[src/sram_pkg.sv]
`default_nettype none

package sram_pkg;

    // memory bus side
    localparam int addr_width = 32;     // byte address
    localparam int data_width = 64;
    localparam int strb_width = data_width / 8;

    // sram side
    localparam int dq_width = 16;
    localparam int beats    = data_width / dq_width;

    // decoded request, write when any strobe is set
    typedef enum logic {
        op_read  = 1'b0,
        op_write = 1'b1
    } mem_op_t;

    // pin sequencer
    typedef enum logic [1:0] {
        seq_idle = 2'd0,    // pins inactive, waiting for req_start
        seq_beat = 2'd1,    // one of the four beats on the pins
        seq_done = 2'd2     // last beat finished, answer the bus
    } seq_state_t;

endpackage

`default_nettype wire

[src/mem_request_stage.sv]
`default_nettype none

module mem_request_stage #(
    parameter int sram_addr_bits = 18
) (
    input  wire                                  clock,
    input  wire                                  reset,
    input  wire                                  mem_valid,
    input  wire  [sram_pkg::addr_width-1:0]      mem_addr,
    input  wire  [sram_pkg::data_width-1:0]      mem_wdata,
    input  wire  [sram_pkg::strb_width-1:0]      mem_wstrb,
    input  wire                                  seq_done,
    output logic                                 req_start,
    output sram_pkg::mem_op_t                    req_op,
    output logic [sram_addr_bits-$clog2(sram_pkg::beats)-1:0] req_word,
    output logic [sram_pkg::data_width-1:0]      req_wdata,
    output logic [sram_pkg::strb_width-1:0]      req_wstrb,
    output logic                                 mem_ready,
    output logic                                 mem_error
);

    localparam int byte_bits = $clog2(sram_pkg::strb_width);  // offset inside a 64-bit word
    localparam int word_bits = sram_addr_bits - $clog2(sram_pkg::beats);

    logic busy_q;
    logic refuse_q;
    logic outstanding;
    logic accept;
    logic out_of_range;

    // a refused request is outstanding until its error pulse
    assign outstanding = busy_q | refuse_q;
    assign accept      = mem_valid & ~outstanding;

    // sram holds 2^sram_addr_bits halfwords, so byte address bits above that are illegal
    assign out_of_range = |mem_addr[sram_pkg::addr_width-1:sram_addr_bits+1];

    always_ff @(posedge clock) begin
        if (!reset) begin
            busy_q    <= 1'b0;
            refuse_q  <= 1'b0;
            req_start <= 1'b0;
        end else begin
            req_start <= accept & ~out_of_range;
            refuse_q  <= accept & out_of_range;
            if (accept && !out_of_range) begin
                busy_q <= 1'b1;
            end else if (seq_done) begin
                busy_q <= 1'b0;
            end
        end
    end

    // request contents, held until the next accepted request
    always_ff @(posedge clock) begin
        if (accept) begin
            req_op    <= (|mem_wstrb) ? sram_pkg::op_write : sram_pkg::op_read;
            req_word  <= mem_addr[word_bits+byte_bits-1:byte_bits];
            req_wdata <= mem_wdata;
            req_wstrb <= mem_wstrb;
        end
    end

    assign mem_ready = seq_done | refuse_q;
    assign mem_error = refuse_q;    // never set on a completed access

    // the bus carries one request at a time
    assert property (@(posedge clock) disable iff (!reset)
        mem_valid |-> !outstanding)
        else $error("mem_valid raised while a request is outstanding");

    // the sequencer cannot finish in the cycle a new access starts
    assert property (@(posedge clock) disable iff (!reset)
        !(mem_ready && req_start))
        else $error("mem_ready and req_start in the same cycle");

endmodule

`default_nettype wire

[config.mk]
export PLATFORM = sky130hd
export DESIGN_NAME = mem_request_stage
export DESIGN_NICKNAME = d
export VERILOG_FILES = /design/src/sram_pkg.sv /design/src/mem_request_stage.sv
export SDC_FILE = /design/constraint.sdc
export NUM_CORES = 1
export LEC_CHECK = 0
export ABC_AREA = 0
export BUFFER_PORTS_ARGS = -buffer_cell sky130_fd_sc_hd__clkbuf_2
export CORE_ASPECT_RATIO = 2
export CORE_MARGIN = 1
export CORE_UTILIZATION = 30
export DETAILED_ROUTE_END_ITERATION = 10
export GPL_TIMING_DRIVEN = 0
export PLACE_DENSITY_LB_ADDON = 0.1
export SETUP_SLACK_MARGIN = 0.4
export SLEW_MARGIN = 20
export SYNTH_ARGS = -nofsm -noshare
export SYNTH_HDL_FRONTEND = slang
export SYNTH_SLANG_ARGS = --single-unit
[constraint.sdc]
create_clock -name clock -period 4.41 [get_ports clock]
set_input_delay 0.6615 -clock clock [delete_from_list [all_inputs] [get_ports clock]]
set_output_delay 0.6615 -clock clock [all_outputs]
set_load 0.02 [all_outputs]
* Word level (Yosys, flattened, before mapping)
Index checks and enable logic that the tools add are counted.
Widths: inputs -> output; s select.
** Storage, ports and cells
- Bits in registers :: 92
- Latch bits :: 0
- Bits in writable memories :: 0
- Memory bits (read-only) :: 0
- Bits of input ports :: 108
- Output and inout bits :: 92
- Logic and storage cells :: 22
- Memories :: 0
** Cells by class
- Add/subtract/negate cells :: 0
- Multipliers :: 0
- Div/mod/pow operators :: 0
- $lt $le $gt $ge :: 0
- Equality and inequality tests :: 0
- Shifts and indexed selects :: 0
- Multiplexer cells :: 3
- Bitwise gates (word level) :: 7
- Reductions and logical operators :: 5
** Operators by type and width (count)
- $reduce_or 13->1 :: 1
- $reduce_or 8->1 :: 1
- $and 1x1->1 :: 3
- $mux 1 :: 3
- $not 1->1 :: 2
- $or 1x1->1 :: 2
- $reduce_bool 2->1 :: 1
- $logic_and 1x1->1 :: 1
- $logic_not 1->1 :: 1

* Logic depth before layout (Yosys ltp)
- Word-level depth :: 5
- Mapped depth :: 3
- Depth with buffers taken out :: 3

* Worst setup path before layout
No wires, ideal clock.
- Kind :: input port to flip-flop
- Start point :: input port mem_valid
- End point :: register busy_q
- Library setup time :: 81 ps
- Arrival :: 4685 ps
- Data required time :: 4329 ps
- Setup slack :: -356 ps
- Stages :: 3
- Path buffers :: 0
- Cell sequence :: nor3b_2 > nand2_1 > o21ai_1
** On the way
- Longest elaborated chain between the ends :: 3
- Elaborated cells on any way between the ends :: 4
- Those cells by class :: 1 x mux; 1 x bitwise; 2 x reduce/logical
** Ends and longest elaborated chain
- from (decl) :: RTL line mem_request_stage.sv:8 : input wire mem_valid,
- $and 1x1->1 (*) :: RTL line mem_request_stage.sv:33 : assign accept = mem_valid & ~outstanding;
- $logic_and 1x1->1 (*) :: RTL line mem_request_stage.sv:46 : if (accept && !out_of_range) begin
- $mux 1 or $reduce_bool 2->1 (tied branches)
- to (signal assigned) :: RTL line mem_request_stage.sv:40 : busy_q <= 1'b0;
- to (signal assigned) :: RTL line mem_request_stage.sv:47 : busy_q <= 1'b1;
- to (signal assigned) :: RTL line mem_request_stage.sv:49 : busy_q <= 1'b0;
- to (decl) :: RTL line mem_request_stage.sv:25 : logic busy_q;
Every way passes the cells marked *; elsewhere a longest branch is shown, timed or not.
A chain may end at the register's enable or synchronous reset.

* Final worst setup path
- Start point :: input port seq_done
- End point :: output port mem_ready
** On the way
- Longest elaborated chain between the ends :: 1
** Ends and longest elaborated chain
- from (decl) :: RTL line mem_request_stage.sv:12 : input wire seq_done,
- $or 1x1->1 :: RTL line mem_request_stage.sv:64 : assign mem_ready = seq_done | refuse_q;
- to (decl) :: RTL line mem_request_stage.sv:18 : output logic mem_ready,
No other way between the ends.

==> impl_metrics.toml <==
[outcome]
outcome = "finished, violations left"
violations = "design-rule violations"

[global_routing]
overflow = 0
antenna_found_initial = 0
grt_pass1_wl_um = 9490
grt_max_degree = 17
grtUsageTotal_pct = 13.6
grt_pass1_vias = 1842

[synth]
synth_top_area_cell = "edfxtp_1"
synth_cell_type_count = 13
yosys_warnings = 0
yosysTopAreaCellShare_pct = 94.3
synthTopCellsByCount = "edfxtp_1 (89), dfxtp_1 (3)"
syn_inst = 107
synthArstFlopShare_pct = 0
synth_nets = 215
synth-seq-cells = 92
synth_top_flop_cell = "edfxtp_1"
netlist_area_um2 = 2830
synth-edff-count = 89
synth_area_leaders = "edfxtp_1 (94%), dfxtp_1 (2.1%), nor4_2 (0.88%), nor3b_2 (0.44%), nor4_1 (0.44%)"
ys_seq_area_share_pct = 96.4
synth.most_common_cell = "edfxtp_1"
syn_avg_cell_area_um2 = 26.5

[finish]
multiInputGateArea_um2 = 108
final_area_um2 = 4320
ff_latch_area_um2 = 2730
synthToLayoutAreaGrowth_pct = 52.5
drive_above_1_share_pct = 67.7
fillers = 841
final_nets = 428
antenna_cells = 0

[sta]
max_clock_freq_mhz = 547
hold_viol = 0
finalSetupViolCount = 0
tightest_slew_ns = 0.553
fin_crit_sh_pct = 41.4
grt_setup_unrepaired = "false"
skew_ns = 0.00736
drv_slew = 0
finalCriticalPeriod_ns = 1.83
maxSlewHeadroom_pct = 63.1
finalWorstSetupSlack_ns = 2.58

[critical_path]
crit_fanout = 2
rr_worst_depth = 4
rrSetupSlack_ns = 2.64
end_kind = "output port"
r2r_end = "req_wdata[45]"
reg2reg_from = "busy_q"
cp.arrival_ns = 1.17
required_ns = 3.75
slowest_stage = "or2_2"
critPathMaxStageDelay_ns = 0.26
endpoint = "mem_ready"
critical_path_class = "in -> out"
path_common_cell = "clkbuf_2"
cp-startpoint = "seq_done"
cp-start-kind = "primary input"
path_cells = "clkbuf_2, or2_2, clkbuf_2"

[place]
place_hpwl_um = 5100
gp_congestion = 0.726
pre_cts_ws_ns = 2.23
io_buffers = 196
dpl-instance-area_um2 = 4030

[power_and_ir_drop]
peakVddDrop_mv = 0.195
power_density_nw_per_um2 = 454
power.leakage_uw = 0.00189
p_total_uw = 1960

[die]
core_um2 = 9070
die_area_um2 = 9860
die_x_um = 70.7
io_pins = 200
die_h_um = 139
rows = 49
initial_core_util_pct = 31.2

[detailed_routing]
totalWireLength_um = 6520
wl_per_cell_um = 15.3
drc = 28
avgViaCountPerCell = 4.31
drtPass1Iterations = 7
drt_iter0_markers = 102
antenna_left = 0
via_count = 1839

[cts]
cts_buffer_depth = 2
htreeDepth = 3
worstSkewPairLatency_ns = 0.34
cts_hold_buffers = 0
cts_resized = 0
cts_inserted_buffers = 9
post_cts_buffers = 0
cts_sinks = 92
cts-root-buf = "clkbuf_16"
cts_tree = "yes"
path_clk_slew_ns = 0.06

[flow_run]
timing.max_cap.violations = 0

[min_path]
holdCritPathClass = "in -> reg"
[worst min path at each step]
| stage | endpoint | from | slack [ns] | cells after the start |
|---|---|---|---|---|
| after global placement | busy_q | busy_q | 0.50 | 2 |
| after global routing | req_word[11] | mem_addr[14] | 0.48 | 1 |
| after floorplan | busy_q | busy_q | 0.49 | 2 |
| final | req_wdata[7] | mem_wdata[7] | 0.50 | 1 |
| after CTS | req_wdata[41] | mem_wdata[41] | 0.48 | 1 |
| after detailed placement | busy_q | busy_q | 0.51 | 2 |
[cells by family after synthesis]
family | Yosys count | share of synthesized area (%)
AOI/OAI and AO/OA | 1 | 0.176
and+or+nand+nor | 14 | 3.40
DFF | 92 | 96.4
[power by group]
group	switching, uW	internal (uW)
Clock	310	436
Sequential	11.6	1020
Combinational	116	72.9
[layer usage]
metal / wire length, um / track usage [%]
met1: 1920 / 11.0
met2: 3740 / 25.5
met3: 578 / 4.56
met4: 277 / 10.2
met5: 0 / 0
[layout make-up]
class / instances / area share, %
Multi-Input combinational cell: 15 / 2.49
Sequential cell: 92 / 63.2
Clock inverter: 7 / 1.53
Timing Repair Buffer: 202 / 24.6
Tap cell: 102 / 2.95
Clock buffer: 9 / 5.21
[per-stage QoR]
stage	setup TNS (ns)	utilization, %	hold slack, ns	instances
detailed placement	0	44.4	0.510	411
CTS	0	47.6	0.479	427
global route	0	47.6	0.480	427
floorplan	0	-	0.489	107
finish	0	47.6	0.497	427
global placement	-0.301	43.5	0.504	405
[worst max-delay path: cells and delay by family]
kind / cells / cell delay (ns)
buffers and inverters: 2 / 0.25
and+or+nand+nor: 1 / 0.26
[layout by cell type, fill, tap and decap left out, types with 2 or more instances in the layout]
| cell | netlist | routed |
|---|---|---|
| clkinvlp_4 | 0 | 2 |
| nor4_1 | 2 | 2 |
| nand2_1 | 2 | 2 |
| nor2_1 | 2 | 2 |
| clkinv_1 | 0 | 2 |
| clkbuf_16 | 0 | 9 |
| nor4_2 | 2 | 2 |
| dfxtp_1 | 3 | 3 |
| buf_6 | 0 | 2 |
| edfxtp_1 | 89 | 89 |
| clkbuf_2 | 0 | 196 |
| buf_8 | 0 | 4 |
[state kept, by name, summed over array words and instances, names as in the netlist]
name	flops
busy_q	1
req_wdata	64
req_op	1
mem_error	1
req_start	1
req_wstrb	8
req_word	16
No activity file was read; power rests on OpenSTA's default activity.
